$ cat src/aes_ctrl_pkg.sv
// Package with sparse codes, select codes, key lengths, round counts and rail FSM states
`default_nettype none

package aes_ctrl_pkg;

  ////////////////////////////////////////
  // Sparse two-value words
  ////////////////////////////////////////

  localparam int unsigned Sp2VWidth = 3;

  localparam logic [Sp2VWidth-1:0] SP2V_HIGH = 3'b011;
  localparam logic [Sp2VWidth-1:0] SP2V_LOW  = 3'b100;

  // Bit i is 1 when the word is asserted, so rail i works in true logic
  localparam logic [Sp2VWidth-1:0] SP2V_LOGIC_HIGH = 3'b011;

  // Words checked at the top level: in_valid, out_ready, crypt register
  localparam int unsigned NumSp2VChk = 3;

  ////////////////////////////////////////
  // Key length and rounds
  ////////////////////////////////////////

  localparam int unsigned KeyLenWidth = 3;

  localparam logic [KeyLenWidth-1:0] AES_128 = 3'b001; // One-hot
  localparam logic [KeyLenWidth-1:0] AES_192 = 3'b010;
  localparam logic [KeyLenWidth-1:0] AES_256 = 3'b100;

  localparam int unsigned RndCtrWidth = 4;

  localparam logic [RndCtrWidth-1:0] NumRounds128 = 4'd10;
  localparam logic [RndCtrWidth-1:0] NumRounds192 = 4'd12;
  localparam logic [RndCtrWidth-1:0] NumRounds256 = 4'd14;

  // Operation
  localparam int unsigned CiphOpWidth = 2;

  localparam logic [CiphOpWidth-1:0] CIPH_FWD = 2'b01;
  localparam logic [CiphOpWidth-1:0] CIPH_INV = 2'b10;

  ////////////////////////////////////////
  // Data path selects
  ////////////////////////////////////////

  localparam int unsigned StateSelWidth = 3;

  localparam logic [StateSelWidth-1:0] STATE_INIT  = 3'b011;
  localparam logic [StateSelWidth-1:0] STATE_ROUND = 3'b100;

  localparam int unsigned AddRkSelWidth = 3;

  localparam logic [AddRkSelWidth-1:0] ADD_RK_INIT  = 3'b001;
  localparam logic [AddRkSelWidth-1:0] ADD_RK_ROUND = 3'b010;
  localparam logic [AddRkSelWidth-1:0] ADD_RK_FINAL = 3'b100;

  localparam int unsigned RoundKeySelWidth = 2;

  localparam logic [RoundKeySelWidth-1:0] ROUND_KEY_DIRECT = 2'b01;
  localparam logic [RoundKeySelWidth-1:0] ROUND_KEY_MIXED  = 2'b10;

  ////////////////////////////////////////
  // Rail FSM states
  ////////////////////////////////////////

  // Five codes need six bits to keep a Hamming distance of 3 between any two
  localparam int unsigned RailStateWidth = 6;

  localparam logic [RailStateWidth-1:0] ST_IDLE   = 6'b001110;
  localparam logic [RailStateWidth-1:0] ST_INIT   = 6'b110010;
  localparam logic [RailStateWidth-1:0] ST_ROUND  = 6'b010101;
  localparam logic [RailStateWidth-1:0] ST_FINISH = 6'b101001;
  localparam logic [RailStateWidth-1:0] ST_ERROR  = 6'b100100; // Terminal

endpackage

`default_nettype wire

$ cat src/aes_sp2v_chk.sv
// Validity checker for a set of sparse two-value words with a combined error
`default_nettype none
`timescale 1ns/10ps

module aes_sp2v_chk #(
  parameter int unsigned Num = 1
) (
  input  logic [Num-1:0][aes_ctrl_pkg::Sp2VWidth-1:0] sig_i,
  output logic [Num-1:0][aes_ctrl_pkg::Sp2VWidth-1:0] sig_o,
  output logic                                        err_o
);

  logic [Num-1:0] word_high;
  logic [Num-1:0] word_low;
  logic [Num-1:0] word_err;

  // Only the two sparse codes are legal, everything else is a fault
  for (genvar i = 0; i < Num; i++) begin : gen_word_chk
    assign word_high[i] = (sig_i[i] == aes_ctrl_pkg::SP2V_HIGH);
    assign word_low[i]  = (sig_i[i] == aes_ctrl_pkg::SP2V_LOW);
    assign word_err[i]  = ~(word_high[i] | word_low[i]);
  end

  // Words go on unchanged
  assign sig_o = sig_i;

  assign err_o = |word_err; // Any bad word

endmodule

`default_nettype wire

$ cat src/aes_rail_combine.sv
// Rail output combiner with mismatch detection on selects, counters and alerts
`default_nettype none
`timescale 1ns/10ps

module aes_rail_combine (
  // Per-rail outputs
  input  logic [aes_ctrl_pkg::Sp2VWidth-1:0][aes_ctrl_pkg::StateSelWidth-1:0]
                                                     mr_state_sel_i,
  input  logic [aes_ctrl_pkg::Sp2VWidth-1:0][aes_ctrl_pkg::AddRkSelWidth-1:0]
                                                     mr_add_rk_sel_i,
  input  logic [aes_ctrl_pkg::Sp2VWidth-1:0][aes_ctrl_pkg::RoundKeySelWidth-1:0]
                                                     mr_round_key_sel_i,
  input  logic [aes_ctrl_pkg::Sp2VWidth-1:0][aes_ctrl_pkg::RndCtrWidth-1:0]
                                                     mr_rnd_ctr_i,
  input  logic [aes_ctrl_pkg::Sp2VWidth-1:0]         mr_alert_i,

  // Combined outputs
  output logic [aes_ctrl_pkg::StateSelWidth-1:0]     state_sel_o,
  output logic [aes_ctrl_pkg::AddRkSelWidth-1:0]     add_rk_sel_o,
  output logic [aes_ctrl_pkg::RoundKeySelWidth-1:0]  round_key_sel_o,
  output logic [aes_ctrl_pkg::RndCtrWidth-1:0]       rnd_ctr_o,
  output logic                                       alert_o,
  output logic                                       mr_err_o
);

  ////////////////////////////////////////
  // OR combining
  ////////////////////////////////////////

  // A single rail driving a bit is enough to set it
  always_comb begin : combine_rails
    state_sel_o     = '0;
    add_rk_sel_o    = '0;
    round_key_sel_o = '0;
    rnd_ctr_o       = '0;
    alert_o         = 1'b0;
    for (int i = 0; i < aes_ctrl_pkg::Sp2VWidth; i++) begin
      state_sel_o     |= mr_state_sel_i[i];
      add_rk_sel_o    |= mr_add_rk_sel_i[i];
      round_key_sel_o |= mr_round_key_sel_i[i];
      rnd_ctr_o       |= mr_rnd_ctr_i[i];
      alert_o         |= mr_alert_i[i];
    end
  end

  ////////////////////////////////////////
  // Mismatch detection
  ////////////////////////////////////////

  // A valid but disagreeing code would slip past the encoding checks,
  // so compare every rail against the OR result
  always_comb begin : compare_rails
    mr_err_o = 1'b0;
    for (int i = 0; i < aes_ctrl_pkg::Sp2VWidth; i++) begin
      if (mr_state_sel_i[i]     != state_sel_o     ||
          mr_add_rk_sel_i[i]    != add_rk_sel_o    ||
          mr_round_key_sel_i[i] != round_key_sel_o ||
          mr_rnd_ctr_i[i]       != rnd_ctr_o       ||
          mr_alert_i[i]         != alert_o) begin
        mr_err_o = 1'b1;
      end
    end
  end

endmodule

`default_nettype wire

$ cat src/aes_ctrl_rail.sv
// Single-rail cipher controller FSM with round counter and latched operation
`default_nettype none
`timescale 1ns/10ps

module aes_ctrl_rail #(
  parameter bit RailHigh = 1'b1 // 0: sparse bits are inverted
) (
  input  logic                                       clk_i,
  input  logic                                       rst_ni,

  // Handshakes, one sparse bit each
  input  logic                                       in_valid_i,
  output logic                                       in_ready_o,
  output logic                                       out_valid_o,
  input  logic                                       out_ready_i,

  // Busy status loop through the top-level register
  input  logic                                       crypt_q_i,
  output logic                                       crypt_d_o,

  input  logic [aes_ctrl_pkg::KeyLenWidth-1:0]       key_len_i,
  input  logic [aes_ctrl_pkg::CiphOpWidth-1:0]       op_i,
  input  logic                                       enc_err_i,
  input  logic                                       mr_err_i,

  // Data path control
  output logic                                       state_we_o,
  output logic                                       key_expand_en_o,
  output logic [aes_ctrl_pkg::StateSelWidth-1:0]     state_sel_o,
  output logic [aes_ctrl_pkg::AddRkSelWidth-1:0]     add_rk_sel_o,
  output logic [aes_ctrl_pkg::RoundKeySelWidth-1:0]  round_key_sel_o,
  output logic [aes_ctrl_pkg::RndCtrWidth-1:0]       rnd_ctr_o,
  output logic                                       alert_o
);

  localparam bit Inv = !RailHigh;

  logic                                      in_valid;
  logic                                      out_ready;
  logic                                      crypt_q;
  logic                                      in_ready;
  logic                                      out_valid;
  logic                                      crypt_d;
  logic                                      state_we;
  logic                                      key_expand_en;

  logic [aes_ctrl_pkg::RailStateWidth-1:0]   state_d, state_q;
  logic [aes_ctrl_pkg::RndCtrWidth-1:0]      rnd_ctr_d, rnd_ctr_q;
  logic [aes_ctrl_pkg::RndCtrWidth-1:0]      num_rounds_d, num_rounds_q;
  logic [aes_ctrl_pkg::RndCtrWidth-1:0]      num_rounds_sel;
  logic [aes_ctrl_pkg::CiphOpWidth-1:0]      op_d, op_q;
  logic                                      key_len_err;

  // Bring sparse inputs into rail logic
  assign in_valid  = in_valid_i ^ Inv;
  assign out_ready = out_ready_i ^ Inv;
  assign crypt_q   = crypt_q_i ^ Inv;

  // Round count per key length
  always_comb begin : key_len_decode
    key_len_err    = 1'b0;
    num_rounds_sel = aes_ctrl_pkg::NumRounds128;
    case (key_len_i)
      aes_ctrl_pkg::AES_128: num_rounds_sel = aes_ctrl_pkg::NumRounds128;
      aes_ctrl_pkg::AES_192: num_rounds_sel = aes_ctrl_pkg::NumRounds192;
      aes_ctrl_pkg::AES_256: num_rounds_sel = aes_ctrl_pkg::NumRounds256;
      default:               key_len_err    = 1'b1; // Not one-hot
    endcase
  end

  ////////////////////////////////////////
  // FSM
  ////////////////////////////////////////

  always_comb begin : rail_fsm
    state_d         = state_q;
    rnd_ctr_d       = rnd_ctr_q;
    num_rounds_d    = num_rounds_q;
    op_d            = op_q;

    in_ready        = 1'b0;
    out_valid       = 1'b0;
    crypt_d         = 1'b0;
    state_we        = 1'b0;
    key_expand_en   = 1'b0;
    state_sel_o     = aes_ctrl_pkg::STATE_ROUND;
    add_rk_sel_o    = aes_ctrl_pkg::ADD_RK_ROUND;
    round_key_sel_o = aes_ctrl_pkg::ROUND_KEY_DIRECT;
    alert_o         = 1'b0;

    case (state_q)
      aes_ctrl_pkg::ST_IDLE: begin
        in_ready  = 1'b1;
        rnd_ctr_d = '0;
        if (in_valid) begin
          op_d         = op_i;           // Sampled at acceptance
          num_rounds_d = num_rounds_sel;
          state_d      = key_len_err ? aes_ctrl_pkg::ST_ERROR : aes_ctrl_pkg::ST_INIT;
        end
      end

      aes_ctrl_pkg::ST_INIT: begin
        state_sel_o   = aes_ctrl_pkg::STATE_INIT;
        add_rk_sel_o  = aes_ctrl_pkg::ADD_RK_INIT;
        state_we      = 1'b1;
        key_expand_en = 1'b1;
        crypt_d       = 1'b1; // Busy from next cycle
        rnd_ctr_d     = rnd_ctr_q + 1'b1;
        state_d       = aes_ctrl_pkg::ST_ROUND;
      end

      aes_ctrl_pkg::ST_ROUND: begin
        state_we      = 1'b1;
        key_expand_en = 1'b1;
        crypt_d       = crypt_q;
        if (op_q == aes_ctrl_pkg::CIPH_INV) begin
          round_key_sel_o = aes_ctrl_pkg::ROUND_KEY_MIXED;
        end
        rnd_ctr_d = rnd_ctr_q + 1'b1;
        // Last full round
        if (rnd_ctr_q == num_rounds_q - 1'b1) begin
          state_d = aes_ctrl_pkg::ST_FINISH;
        end
      end

      aes_ctrl_pkg::ST_FINISH: begin
        out_valid    = 1'b1;
        add_rk_sel_o = aes_ctrl_pkg::ADD_RK_FINAL;
        crypt_d      = crypt_q;
        if (out_ready) begin
          state_d = aes_ctrl_pkg::ST_IDLE; // Hold under back-pressure
        end
      end

      aes_ctrl_pkg::ST_ERROR: begin
        alert_o = 1'b1; // Left only by reset
      end

      default: state_d = aes_ctrl_pkg::ST_ERROR;
    endcase

    // Any fault wins over the regular sequence
    if (enc_err_i || mr_err_i) begin
      state_d = aes_ctrl_pkg::ST_ERROR;
    end
  end

  always_ff @(posedge clk_i or negedge rst_ni) begin : reg_fsm
    if (!rst_ni) begin
      state_q      <= aes_ctrl_pkg::ST_IDLE;
      rnd_ctr_q    <= '0;
      num_rounds_q <= '0;
      op_q         <= aes_ctrl_pkg::CIPH_FWD;
    end else begin
      state_q      <= state_d;
      rnd_ctr_q    <= rnd_ctr_d;
      num_rounds_q <= num_rounds_d;
      op_q         <= op_d;
    end
  end

  assign rnd_ctr_o = rnd_ctr_q;

  // Back to sparse polarity
  assign in_ready_o      = in_ready ^ Inv;
  assign out_valid_o     = out_valid ^ Inv;
  assign crypt_d_o       = crypt_d ^ Inv;
  assign state_we_o      = state_we ^ Inv;
  assign key_expand_en_o = key_expand_en ^ Inv;

endmodule

`default_nettype wire

$ cat src/aes_cipher_control.sv
// AES cipher control top level with redundant rails, combiner, checker and crypt register
`default_nettype none
`timescale 1ns/10ps

module aes_cipher_control (
  input  logic                                       clk_i,
  input  logic                                       rst_ni,

  input  logic [aes_ctrl_pkg::Sp2VWidth-1:0]         in_valid_i,
  output logic [aes_ctrl_pkg::Sp2VWidth-1:0]         in_ready_o,
  output logic [aes_ctrl_pkg::Sp2VWidth-1:0]         out_valid_o,
  input  logic [aes_ctrl_pkg::Sp2VWidth-1:0]         out_ready_i,

  input  logic [aes_ctrl_pkg::KeyLenWidth-1:0]       key_len_i,
  input  logic [aes_ctrl_pkg::CiphOpWidth-1:0]       op_i,
  output logic [aes_ctrl_pkg::Sp2VWidth-1:0]         crypt_o,

  output logic [aes_ctrl_pkg::Sp2VWidth-1:0]         state_we_o,
  output logic [aes_ctrl_pkg::Sp2VWidth-1:0]         key_expand_en_o,
  output logic [aes_ctrl_pkg::StateSelWidth-1:0]     state_sel_o,
  output logic [aes_ctrl_pkg::AddRkSelWidth-1:0]     add_rk_sel_o,
  output logic [aes_ctrl_pkg::RoundKeySelWidth-1:0]  round_key_sel_o,
  output logic [aes_ctrl_pkg::RndCtrWidth-1:0]       rnd_ctr_o,
  output logic                                       alert_o
);

  // Checked sparse words
  logic [aes_ctrl_pkg::NumSp2VChk-1:0][aes_ctrl_pkg::Sp2VWidth-1:0] chk_in, chk_out;
  logic [aes_ctrl_pkg::Sp2VWidth-1:0] in_valid, out_ready, crypt_chk;
  logic [aes_ctrl_pkg::Sp2VWidth-1:0] crypt_d, crypt_q;
  logic                               enc_err;
  logic                               mr_err;

  // Per-rail outputs to be combined
  logic [aes_ctrl_pkg::Sp2VWidth-1:0][aes_ctrl_pkg::StateSelWidth-1:0]    mr_state_sel;
  logic [aes_ctrl_pkg::Sp2VWidth-1:0][aes_ctrl_pkg::AddRkSelWidth-1:0]    mr_add_rk_sel;
  logic [aes_ctrl_pkg::Sp2VWidth-1:0][aes_ctrl_pkg::RoundKeySelWidth-1:0] mr_round_key_sel;
  logic [aes_ctrl_pkg::Sp2VWidth-1:0][aes_ctrl_pkg::RndCtrWidth-1:0]      mr_rnd_ctr;
  logic [aes_ctrl_pkg::Sp2VWidth-1:0]                                     mr_alert;

  ////////////////////////////////////////
  // Encoding checks
  ////////////////////////////////////////

  assign chk_in[0] = in_valid_i;
  assign chk_in[1] = out_ready_i;
  assign chk_in[2] = crypt_q;

  aes_sp2v_chk #(
    .Num ( aes_ctrl_pkg::NumSp2VChk )
  ) u_sp2v_chk (
    .sig_i ( chk_in  ),
    .sig_o ( chk_out ),
    .err_o ( enc_err )
  );

  assign in_valid  = chk_out[0];
  assign out_ready = chk_out[1];
  assign crypt_chk = chk_out[2];

  ////////////////////////////////////////
  // Rails
  ////////////////////////////////////////

  // One rail per sparse bit, polarity taken from the asserted code
  for (genvar i = 0; i < aes_ctrl_pkg::Sp2VWidth; i++) begin : gen_rail
    aes_ctrl_rail #(
      .RailHigh ( aes_ctrl_pkg::SP2V_LOGIC_HIGH[i] )
    ) u_rail (
      .clk_i           ( clk_i               ),
      .rst_ni          ( rst_ni              ),
      .in_valid_i      ( in_valid[i]         ),
      .in_ready_o      ( in_ready_o[i]       ),
      .out_valid_o     ( out_valid_o[i]      ),
      .out_ready_i     ( out_ready[i]        ),
      .crypt_q_i       ( crypt_chk[i]        ),
      .crypt_d_o       ( crypt_d[i]          ),
      .key_len_i       ( key_len_i           ),
      .op_i            ( op_i                ),
      .enc_err_i       ( enc_err             ),
      .mr_err_i        ( mr_err              ),
      .state_we_o      ( state_we_o[i]       ),
      .key_expand_en_o ( key_expand_en_o[i]  ),
      .state_sel_o     ( mr_state_sel[i]     ), // OR-combined
      .add_rk_sel_o    ( mr_add_rk_sel[i]    ),
      .round_key_sel_o ( mr_round_key_sel[i] ),
      .rnd_ctr_o       ( mr_rnd_ctr[i]       ),
      .alert_o         ( mr_alert[i]         )
    );
  end

  aes_rail_combine u_rail_combine (
    .mr_state_sel_i     ( mr_state_sel     ),
    .mr_add_rk_sel_i    ( mr_add_rk_sel    ),
    .mr_round_key_sel_i ( mr_round_key_sel ),
    .mr_rnd_ctr_i       ( mr_rnd_ctr       ),
    .mr_alert_i         ( mr_alert         ),
    .state_sel_o        ( state_sel_o      ),
    .add_rk_sel_o       ( add_rk_sel_o     ),
    .round_key_sel_o    ( round_key_sel_o  ),
    .rnd_ctr_o          ( rnd_ctr_o        ),
    .alert_o            ( alert_o          ),
    .mr_err_o           ( mr_err           )  // Back into all rails
  );

  // Busy status register, idle after reset
  always_ff @(posedge clk_i or negedge rst_ni) begin : reg_crypt
    if (!rst_ni) begin
      crypt_q <= aes_ctrl_pkg::SP2V_LOW;
    end else begin
      crypt_q <= crypt_d;
    end
  end

  assign crypt_o = crypt_q;

endmodule

`default_nettype wire

$ cat config.mk
export PLATFORM = sky130hd
export DESIGN_NAME = aes_cipher_control
export DESIGN_NICKNAME = d
export VERILOG_FILES = /design/src/aes_ctrl_pkg.sv /design/src/aes_sp2v_chk.sv /design/src/aes_rail_combine.sv /design/src/aes_ctrl_rail.sv /design/src/aes_cipher_control.sv
export SDC_FILE = /design/constraint.sdc
export NUM_CORES = 1
export LEC_CHECK = 0
export BUFFER_PORTS_ARGS = -buffer_cell sky130_fd_sc_hd__buf_2
export CAP_MARGIN = 20
export CORE_ASPECT_RATIO = 0.9
export CORE_MARGIN = 2
export CORE_UTILIZATION = 45
export CTS_CLUSTER_DIAMETER = 40
export DETAILED_ROUTE_END_ITERATION = 16
export PLACE_DENSITY = 0.71
export SETUP_SLACK_MARGIN = 0.15
export SLEW_MARGIN = 20
export SYNTH_ARGS = -nofsm -noshare
export SYNTH_HDL_FRONTEND = slang
export SYNTH_HIERARCHICAL = 1
export SYNTH_SLANG_ARGS = --single-unit
$ cat constraint.sdc
create_clock -name clk_i -period 2.8 [get_ports clk_i]
set_clock_uncertainty 0.05 [all_clocks]
set_input_delay 0.14 -clock clk_i [delete_from_list [all_inputs] [get_ports clk_i]]
set_output_delay 0.14 -clock clk_i [all_outputs]
set_load 0.05 [all_outputs]
# == Word-level counts from Yosys, hierarchy flattened ==
# Index checks and enable logic that the tools add are counted.
# word_totals
regBits,51
input_bits,13
output_inout_bits,28
elab_cells,180
# op_classes
add_sub_neg,6
n_eq_ne,57
muxes,50
bitwise,22
reduce_logical,30
# ops
op,count
$pmux W6 S5,3
$mux W6,12
$eq A6 B6 Y1 const B,9
$pmux W3 S2,4
$pmux W4 S2,3
$eq A6 B4 Y1 const B,3
$eq A6 B5 Y1 const B,3
$ne A3 B3 Y1,6
$mux W1,15
$logic_or A1 B1 Y1,13
$add A4 B1 Y4 const B,3
$eq A3 B2 Y1 const B,4
$eq A3 B3 Y1 const B,4
$eq A4 B4 Y1,3
$mux W2,6
$ne A3 B2 Y1 const B,4
$ne A3 B3 Y1 const B,4
$ne A4 B4 Y1,3
$or A3 B3 Y3,4
$reduce_and A4 Y1,3
$reduce_or A2 Y1,6
$sub A4 B1 Y4 const B,3
$mux W3,3
$not A1 Y1,9
other kinds (15),35

# == Depth between registers and ports, before layout ==
# Gate-level depths: netlist of run 1.
# logic_depth
word_depth,15
mapped_depth,12
mapped_depth_nobuf,11

# == By module ==
# Netlist of run 1, hierarchy kept.
# modules_own_cells
mod,instances,cells_per_inst,area_each_um2,seq_area_each_um2
aes_ctrl_rail (gen_rail[2].u_rail),1,100,987.2,380.4
aes_ctrl_rail (gen_rail[0].u_rail),1,106,982.2,380.4
aes_ctrl_rail (gen_rail[1].u_rail),1,107,964.7,380.4
aes_rail_combine,1,46,292.8,0.0
aes_sp2v_chk,1,19,128.9,0.0
aes_cipher_control,1,3,76.3,76.3

# == Worst setup path before layout of run 1 ==
# No wires, ideal clock.
# synth_timing
kind,register to register
startpoint,register gen_rail[0].u_rail/state_q[2] (netlist bit)
endpoint,register gen_rail[2].u_rail/state_q[5] (netlist bit)
setup_time_ns,0.139
t_arrival_ns,3.161
t_required_ns,2.611
setup_slack_ns,-0.549
stages_incl_launch_ff,11
n_path_buf,0
period_less_slack_ns,3.349
path_cell_list,dfstp_2 -> and4bb_2 -> nand2_1 -> nor3b_1 -> inv_1 -> or3_1 -> a221oi_2 -> nand4b_1 -> or2_2 -> a2111oi_0 -> mux2i_1
# synth_rtl
element,line,rtl
start: declaration,aes_ctrl_rail.sv:47,"logic [aes_ctrl_pkg::RailStateWidth-1:0] state_d, state_q;"
start signal: assignment,aes_ctrl_rail.sv:150,state_q <= aes_ctrl_pkg::ST_IDLE;
start signal: assignment,aes_ctrl_rail.sv:155,state_q <= state_d;
end signal: assignment,aes_ctrl_rail.sv:150,
end signal: assignment,aes_ctrl_rail.sv:155,
end: declaration,aes_ctrl_rail.sv:47,

==> results of run 1 <==
-- state kept, by name, indices dropped and copies added, names as in the netlist --
register	flops
gen_rail.u_rail/op_q	6
gen_rail.u_rail/rnd_ctr_o	12
crypt_o	3
gen_rail.u_rail/num_rounds_q	9
gen_rail.u_rail/state_q	18
-- metal layers --
| layer | vias to the layer above | track usage |
|---|---|---|
| met3 | 16 | 0.0338 |
| met2 | 84 | 0.360 |
| li1 | 1477 | - |
| met5 | - | 0 |
| met4 | 0 | 0.0688 |
| met1 | 1443 | 0.326 |
-- synthesized netlist by cell type, types with 3 or more instances --
| cell type | instances | area share |
|---|---|---|
| nand2_1 | 46 | 0.050 |
| dfrtp_1 | 35 | 0.26 |
| inv_1 | 28 | 0.031 |
| nor2_1 | 28 | 0.031 |
| o21ai_0 | 22 | 0.032 |
| buf_4 | 18 | 0.039 |
| xor2_1 | 14 | 0.036 |
| dfstp_2 | 13 | 0.10 |
| nand3_1 | 13 | 0.019 |
| a21oi_1 | 12 | 0.017 |
| or3_1 | 11 | 0.020 |
| nand2b_1 | 9 | 0.016 |
| nor2b_1 | 8 | 0.015 |
| ha_1 | 6 | 0.022 |
| nor3b_1 | 6 | 0.013 |
| xnor2_1 | 6 | 0.015 |
| and4bb_2 | 5 | 0.018 |
| nor3_1 | 5 | 0.0073 |
| buf_6 | 4 | 0.013 |
| mux2_2 | 4 | 0.013 |
| nand4bb_1 | 4 | 0.013 |
| o21ai_2 | 4 | 0.010 |
| o22ai_1 | 4 | 0.0073 |
| or2_1 | 4 | 0.0073 |
| or2_2 | 4 | 0.0073 |
| or3_4 | 4 | 0.013 |
| a221oi_2 | 3 | 0.013 |
| a22o_1 | 3 | 0.0077 |
| mux2i_1 | 3 | 0.0087 |
| nand3b_1 | 3 | 0.0066 |
-- what timing repair did --
action,4_1_cts,5_1_grt
endpoints found under the hold margin,0,35
gates resized for setup,20,7
setup buffers,3,0
hold buffers,0,1
endpoints found under the setup margin,17,18
pin swaps,9,1
cloned,0,0
-- worst register-to-register path, delay by kind of cell (launching register included) --
family,cells,cell delay [ns]
and+or+nand+nor,6,1.40
DFF,1,0.54
muxes,1,0.13
AOI/OAI and AO/OA,2,0.57
buffers and inverters,1,0.08
-- cells by family (layout without fill, tap and decap cells) --
| group | count (synthesis) | after routing | share of synthesized area |
|---|---|---|---|
| adders and majority gates | 6 | 6 | 0.0219 |
| xor gates and xnor gates | 20 | 20 | 0.0510 |
| muxes | 9 | 9 | 0.0284 |
| buffers and inverters | 55 | 132 | 0.0886 |
| and+or+nand+nor | 169 | 169 | 0.289 |
| AOI/OAI and AO/OA | 74 | 74 | 0.166 |
| DFF | 48 | 48 | 0.355 |
-- final cells by class --
cell class,count,area [µm²]
timing repair buffer,93,611
clock buffer,5,68.8
sequential,48,1220
inverter,31,116
multi-input combinational,278,2050
fill,650,3240
tap,96,120
clock inverter,3,42.5
-- where the power goes --
part           switching (µW)  internal, µW
Sequential               9.45           707
Combinational            61.3          40.2
Clock                     243           264
-- final timing paths --
path | cells past startpoint | to | slack (ns)
worst max-delay path | 10 | gen_rail[2].u_rail/state_q[5] | -0.10
worst min-delay path | 2 | gen_rail[1].u_rail/op_q[1] | 0.03
worst max register to register | 10 | gen_rail[2].u_rail/state_q[5] | -0.10
worst min register to register | 2 | gen_rail[1].u_rail/num_rounds_q[2] | 0.44
max in group asynchronous | 2 | gen_rail[0].u_rail/state_q[4] | 1.95
min in group asynchronous | 2 | gen_rail[2].u_rail/num_rounds_q[2] | 0.33
-- per-stage QoR --
| step | utilization | hold slack (ns) | instance area (µm²) | instances | power [µW] |
|---|---|---|---|---|---|
| after detailed placement | 0.532 | 0.349 | 3980 | 542 | 825 |
| after global routing | 0.566 | 0.0429 | 4230 | 554 | 1370 |
| after CTS | 0.561 | 0.0109 | 4190 | 553 | 1340 |
| after global placement | 0.532 | 0.342 | 3980 | 542 | 821 |
| after floorplan | - | -0.206 | 3480 | 381 | 784 |
| final | 0.566 | 0.0302 | 4230 | 554 | 1330 |
==> flow_summary.ini, run 1 <==
[logic_synthesis]
avgSynthCellArea_um2 = 9.01
yosys_register_bits = 48
synth.cell_area_um2 = 3430
syn_inst = 381
async_flop_share = 1.00
ys_seq_area_frac = 0.355
yosysWarnings = 6
synth_top_flop_cell = dfrtp_1
synth.distinct_cells = 70
synth_edf_count = 0
synth_nets = 400

[grt]
grt_pass1_vias = 2920
grt_max_degree = 49
gr-total-overflow = 0
grt_pass1_wl_um = 14700
grt_use_total = 0.229
antenna_found_initial = 0

[status]
failed_checks = setup timing
status = finished with violations

[cts]
clockRootBuffer = clkbuf_8
insertion_delay_ns = 0.31
cts_max_level = 2
cts.sinks = 48
clkTransAtPathRegs_ns = 0.09
cts_buffers = 5
clockBufferDepth = 2
tritoncts = done

[sta]
drv_slew = 0
worst_slack_ns = -0.103
period_minus_slack_ns = 2.90
rsz0062_at_grt = true
final.period_utilization = 1.04
max_clock_freq_mhz = 344
tns_ns = -0.380
hold_violations = 0
setup_viol_count_final = 6
worst_slew_pin_slew_ns = 0.613
slew-limit-headroom = 0.590

[finish]
syn_to_final_growth_pct = 23.3
n_antenna_cell = 0
final_cell_mix = buf_4 (51), nand2_1 (43), buf_2 (39)
layout-drive-gt1-share = 0.378
layout_commonest_cell = buf_4
nNetsFinal = 476

[detailed_routing]
wl_met2_um = 4130
drc_errors = 0
drtPass1Iterations = 4
highest_layer = met4
num_vias = 3020
drt-wirelength-per-cell_um = 16.5
wl_met3_um = 463
routed_wl_um = 9150
drt_iter0_markers = 154
ant_nets = 0
vias_per_cell = 5.45
met1_length_um = 4360

[worst_setup_path]
critical-path-top-delay-family = simple AND/OR/NAND/NOR gates
cpPeakStageDelay_ns = 0.54
crit_start = gen_rail[2].u_rail/state_q[2]
slowest_stage = dfstp_2
r2r_start = gen_rail[2].u_rail/state_q[2]
cp.arrival_ns = 3.03
path_cells = and4bb_2 -> nand2_2 -> nor3b_4 -> inv_1 -> or3_4 -> a221oi_2 -> nand4b_1 -> or2_4 -> a2111oi_2 -> mux2i_1
crit_required_ns = 2.93
crit_fanout = 4
cp-start-kind = flip-flop
crit_buf_inv = 1
path_class = reg2reg
end_kind = flip-flop

[floorplanning]
dieArea_um2 = 8340
die_y_um = 86.9
start_util = 0.459
ios = 41
rows = 30
die_x_um = 96.1
coreArea_um2 = 7470

[job]
maxCapViolations = 0

[pwr]
p_leak_uw = 0.00198
p_per_area_nw_per_um2 = 313
ir_worst_vdd_mv = 0.222

[placed_design]
dp_hpwl_um = 6990
gp_congestion = 0.886
place_ws_ns = -0.195
numPortBuffers = 40

[min_path]
min-delay-start = op_i[1]
hold_path.class = in2reg
Power figures use the tool's default switching activity.
==> run 2, diff against run 1 <==
- HOLD_SLACK_MARGIN: default -> 0.1
==> flow_summary.ini, run 2 (same netlist as run 1, synthesis figures left out) <==
[worst_setup_path]
crit_buf_inv = 1
slowest_stage = dfstp_2
path_class = reg2reg
cpPeakStageDelay_ns = 0.54
cp-start-kind = flip-flop
cp.arrival_ns = 3.03
end_kind = flip-flop
crit_fanout = 4
path_cells = and4bb_2 -> nand2_2 -> nor3b_4 -> inv_1 -> or3_4 -> a221oi_2 -> nand4b_1 -> or2_4 -> a2111oi_2 -> mux2i_1
critical-path-top-delay-family = simple AND/OR/NAND/NOR gates
crit_required_ns = 2.93

[detailed_routing]
wl_met3_um = 452
drtPass1Iterations = 4
vias_per_cell = 5.42
met1_length_um = 4370
highest_layer = met4
wl_met2_um = 4190
drt-wirelength-per-cell_um = 16.4
drt_iter0_markers = 173
routed_wl_um = 9180
num_vias = 3030
ant_nets = 0
drc_errors = 0

[sta]
holdWs_ns = 0.0993
worst_slack_ns = -0.0960
max_clock_freq_mhz = 345
slew-limit-headroom = 0.587
period_minus_slack_ns = 2.90
setup_viol_count_final = 6
hold_violations = 0
rsz0062_at_grt = true
final.period_utilization = 1.03
drv_slew = 0
worst_slew_pin_slew_ns = 0.616

[finish]
largest_register_ffs = 18
n_antenna_cell = 0
nNetsFinal = 481
fillCellCount = 646
layoutNonFillerInstCount = 559
final_cell_mix = buf_4 (51), nand2_1 (43), buf_2 (39)
syn_to_final_growth_pct = 24.7
top_register = gen_rail.u_rail/state_q
final_util = 0.573
layout_commonest_cell = buf_4
layout-drive-gt1-share = 0.374

[floorplanning]
dieArea_um2 = 8340
die_y_um = 86.9
die_x_um = 96.1
ios = 41
start_util = 0.459
rows = 30
coreArea_um2 = 7470

[grt]
antenna_found_initial = 0
grt_max_degree = 49
grt_pass1_wl_um = 14900
gr-total-overflow = 0
grt_pass1_vias = 2953
grt_use_total = 0.231

[cts]
clockBufferDepth = 2
clkTransAtPathRegs_ns = 0.09
tritoncts = done
cts.sinks = 48
cts_max_level = 2
insertion_delay_ns = 0.31
cts_buffers = 5
clockRootBuffer = clkbuf_8

[placed_design]
placed_cells = 542
numPortBuffers = 40
gp_congestion = 0.886
dp_hpwl_um = 6990

[job]
maxCapViolations = 0

[min_path]
hold_path.class = in2reg

[pwr]
p_per_area_nw_per_um2 = 311
p_leak_uw = 0.00200
total_power_uw = 1330
ir_worst_vdd_mv = 0.221

[status]
status = finished with violations
failed_checks = setup timing
run 2: path summary, 6_finish.rpt:
path	startpoint	endpoint	slack, ns	cells after the start
min reg2reg	gen_rail[1].u_rail/num_rounds_q[2]	gen_rail[1].u_rail/num_rounds_q[2]	0.44	2
max reg2reg	gen_rail[2].u_rail/state_q[2]	gen_rail[2].u_rail/state_q[5]	-0.1	10
min in group asynchronous	rst_ni	gen_rail[2].u_rail/num_rounds_q[2]	0.33	2
max	gen_rail[2].u_rail/state_q[2]	gen_rail[2].u_rail/state_q[5]	-0.1	10
min	out_ready_i[0]	gen_rail[0].u_rail/state_q[2]	0.1	3
max in group asynchronous	rst_ni	gen_rail[0].u_rail/state_q[4]	1.95	2
run 2: worst min-delay path: cells and delay by family:
kind,cells,cell delay [ns]
AOI/OAI and AO/OA,1,0.08
buffers and inverters,1,0.14
and+or+nand+nor,1,0.10
run 2: report_power, final:
group | switching, µW | internal [µW]
clock | 245 | 265
sequential | 9.49 | 707
combinational | 62.3 | 44.7
run 2: final cells by class:
class / instances / area [µm²] / share of cell area
clock inverters: 3 / 42.5 / 0.00994
inverters: 31 / 116 / 0.0272
clock buffers: 5 / 68.8 / 0.0161
well taps: 96 / 120 / 0.0281
multi-input cells: 278 / 2050 / 0.480
flip-flops and latches: 48 / 1220 / 0.284
repair buffers: 98 / 661 / 0.154
run 2: through the flow:
| stage | setup WS, ns | instance area (µm²) | setup TNS [ns] |
|---|---|---|---|
| detailed placement | -0.195 | 3980 | -1.47 |
| finish | -0.0960 | 4280 | -0.365 |
| CTS | -0.0836 | 4250 | -0.240 |
| global route | -0.211 | 4280 | -1.70 |
| global placement | -0.104 | 3980 | -0.552 |
| floorplan | -0.175 | 3480 | -1.17 |
run 2: layer usage:
| metal | vias to the layer above | global-route usage |
|---|---|---|
| li1 | 1487 | - |
| met1 | 1456 | 0.327 |
| met2 | 73 | 0.366 |
| met3 | 14 | 0.0329 |
| met4 | 0 | 0.0688 |
| met5 | - | 0 |
run 2: repair_timing:
action / 4_1_cts / 5_1_grt
buffers inserted: 3 / 0
pin swaps: 9 / 1
resized for setup: 20 / 7
hold buffers: 6 / 0
setup endpoints to repair: 17 / 18
endpoints found under the hold margin: 44 / 0
==> run 3, diff against run 2 <==
- ABC_AREA: default -> 1
- BUFFER_PORTS_ARGS: -buffer_cell sky130_fd_sc_hd__buf_2 -> -buffer_cell sky130_fd_sc_hd__buf_4
- PLACE_DENSITY: 0.71 -> 0.7
==> flow_summary.ini, run 3 <==
[status]
status = finished, final reports clean

[finish]
nNetsFinal = 651
layout_commonest_cell = nand2_1
syn_to_final_growth_pct = 20.5
fillCellCount = 802
n_antenna_cell = 0
top_register = gen_rail.u_rail/state_q
largest_register_ffs = 18
layout-drive-gt1-share = 0.300
final_cell_mix = nand2_1 (130), inv_1 (96), nor2_1 (56)
final_cell_area_um2 = 4680

[sta]
rsz0062_at_grt = true
worst_slew_pin_slew_ns = 0.633
drv_slew = 0
period_minus_slack_ns = 2.61
setup_viol_count_final = 0
slew-limit-headroom = 0.578
max_clock_freq_mhz = 384
hold_violations = 0
final.period_utilization = 0.931
tns_ns = 0

[worst_setup_path]
end_kind = flip-flop
crit_fanout = 3
crit_required_ns = 3.00
cp.arrival_ns = 2.80
path_class = reg2reg
cp-start-kind = flip-flop

[detailed_routing]
drc_errors = 0
num_vias = 3695
drtPass1Iterations = 5
drt_iter0_markers = 256
routed_wl_um = 9840
ant_nets = 0
drt-wirelength-per-cell_um = 13.1
vias_per_cell = 4.91

[pwr]
ir_worst_vdd_mv = 0.194
p_per_area_nw_per_um2 = 288
p_leak_uw = 0.00245

[cts]
insertion_delay_ns = 0.31
clockBufferDepth = 2
clockRootBuffer = clkbuf_8
cts_max_level = 2
cts_buffers = 5
clkTransAtPathRegs_ns = 0.10
cts.sinks = 48
tritoncts = done

[logic_synthesis]
synth_commonest_cells = nand2_1 (133), inv_1 (102), nor2_1 (64)
synth-simple-area-share = 0.403
avgSynthCellArea_um2 = 6.68
yosys.cell_count.top_type = nand2_1
synth-compound-area-share = 0.0893
async_flop_share = 1.00
synth_nets = 600
syn_inst = 581
synth_edf_count = 0
yosysWarnings = 6
synthMuxAreaShare = 0.00580
synth_top_flop_cell = dfrtp_1
synth_xor_area_frac = 0.0135
yosys_register_bits = 48
synth_fa_ha_area_frac = 0.0193
synth.cell_area_um2 = 3880
ys_seq_area_frac = 0.314
synth.distinct_cells = 31
synth.largest_area_cell = dfrtp_1
synth_top_family_by_area = simple AND/OR/NAND/NOR gates
ys_top_cells_by_area = dfrtp_1 (23%), nand2_1 (13%), inv_1 (9.9%)
yosysTopAreaCellShare = 0.226

[grt]
grt_pass1_vias = 3254
gr-total-overflow = 0
grt_max_degree = 49
grt_pass1_wl_um = 15700
antenna_found_initial = 0
grt_use_total = 0.213

[job]
maxCapViolations = 0

[floorplanning]
start_util = 0.457
die_x_um = 102
die_y_um = 92.1
rows = 32
ios = 41
coreArea_um2 = 8490
dieArea_um2 = 9390

[placed_design]
numPortBuffers = 40
placed_area_um2 = 4270
gp_congestion = 0.992
dp_hpwl_um = 7490

[min_path]
hold_path.class = in2reg
[run 3: cells by family (layout without fill, tap and decap cells)]
group           after synthesis  in the layout
simple gates                313            313
fa+ha+maj                     6              6
mux                           2              2
buf+inv                     143            195
compound gates               63             63
xor+xnor                      6              6
flops                        48             48
[run 3: worst paths after layout]
| check | startpoint | to | slack, ns | cells after the start |
|---|---|---|---|---|
| setup / recovery | gen_rail[1].u_rail/state_q[2] | gen_rail[1].u_rail/state_q[4] | 0.19 | 16 |
| hold / removal | key_len_i[1] | gen_rail[0].u_rail/num_rounds_q[1] | 0.19 | 4 |
| setup reg to reg | gen_rail[1].u_rail/state_q[2] | gen_rail[1].u_rail/state_q[4] | 0.19 | 16 |
| hold reg to reg | gen_rail[1].u_rail/op_q[0] | gen_rail[1].u_rail/op_q[0] | 0.44 | 2 |
| max in group asynchronous | rst_ni | gen_rail[0].u_rail/state_q[0] | 1.93 | 2 |
| min in group asynchronous | rst_ni | gen_rail[2].u_rail/num_rounds_q[3] | 0.34 | 2 |
[run 3: through the flow]
step / hold WS [ns] / worst slack (ns) / std cells / utilization / total power [µW]
detailed placement: 0.156 / 0.00240 / 725 / 0.503 / 891
global placement: 0.158 / 0.0199 / 725 / 0.503 / 887
floorplan: -0.206 / 0.156 / 581 / - / 836
CTS: 0.179 / 0.171 / 739 / 0.524 / 1340
finish: 0.192 / 0.194 / 752 / 0.551 / 1350
global route: 0.220 / 0.00479 / 752 / 0.551 / 1410
[run 3: worst max-delay path: stages, from the launching register on]
cell and delay [ns]:
dfstp_2 0.56, inv_2 0.06, nor2_4 0.13, nand3_4 0.11
nor3_4 0.24, inv_2 0.08, o21ai_2 0.16, nand2_1 0.06
nor2_1 0.09, nand2_1 0.09, nor2_2 0.15, nand3_4 0.15
nor2_4 0.18, inv_2 0.08, a21oi_1 0.23, nand2_2 0.09
o21ai_2 0.05
[run 3: power by group]
part / leakage [µW] / total [µW] / internal, µW / switching, µW
clock network: 0.0000510 / 434 / 198 / 237
registers: 0.000567 / 717 / 709 / 8.70
logic: 0.00183 / 194 / 71.1 / 123
[run 3: final cells by class]
type                            count  area [µm²]  area share
Clock buffer                        6        82.6      0.0176
Clock inverter                      2        10.0     0.00214
Inverter                          125         482       0.103
Multi-Input combinational cell    390        2240       0.478
Tap cell                          119         149      0.0318
Sequential cell                    48        1220       0.260
Timing Repair Buffer               62         500       0.107
[run 3: layer usage]
| metal | wire length [µm] | vias to the layer above | share of wire | track usage |
|---|---|---|---|---|
| li1 | - | 1888 | - | - |
| met1 | 4530 | 1675 | 0.46 | 0.312 |
| met2 | 4520 | 112 | 0.46 | 0.323 |
| met3 | 599 | 20 | 0.061 | 0.0366 |
| met4 | 192 | 0 | 0.020 | 0.0567 |
| met5 | 0 | - | 0 | 0 |
[run 3: repair_timing]
action	in CTS	in global routing
pin swaps	2	27
setup endpoints to repair	13	14
gates resized for setup	8	36
hold endpoints to repair	44	0
hold buffers	5	0
buffers inserted	1	13
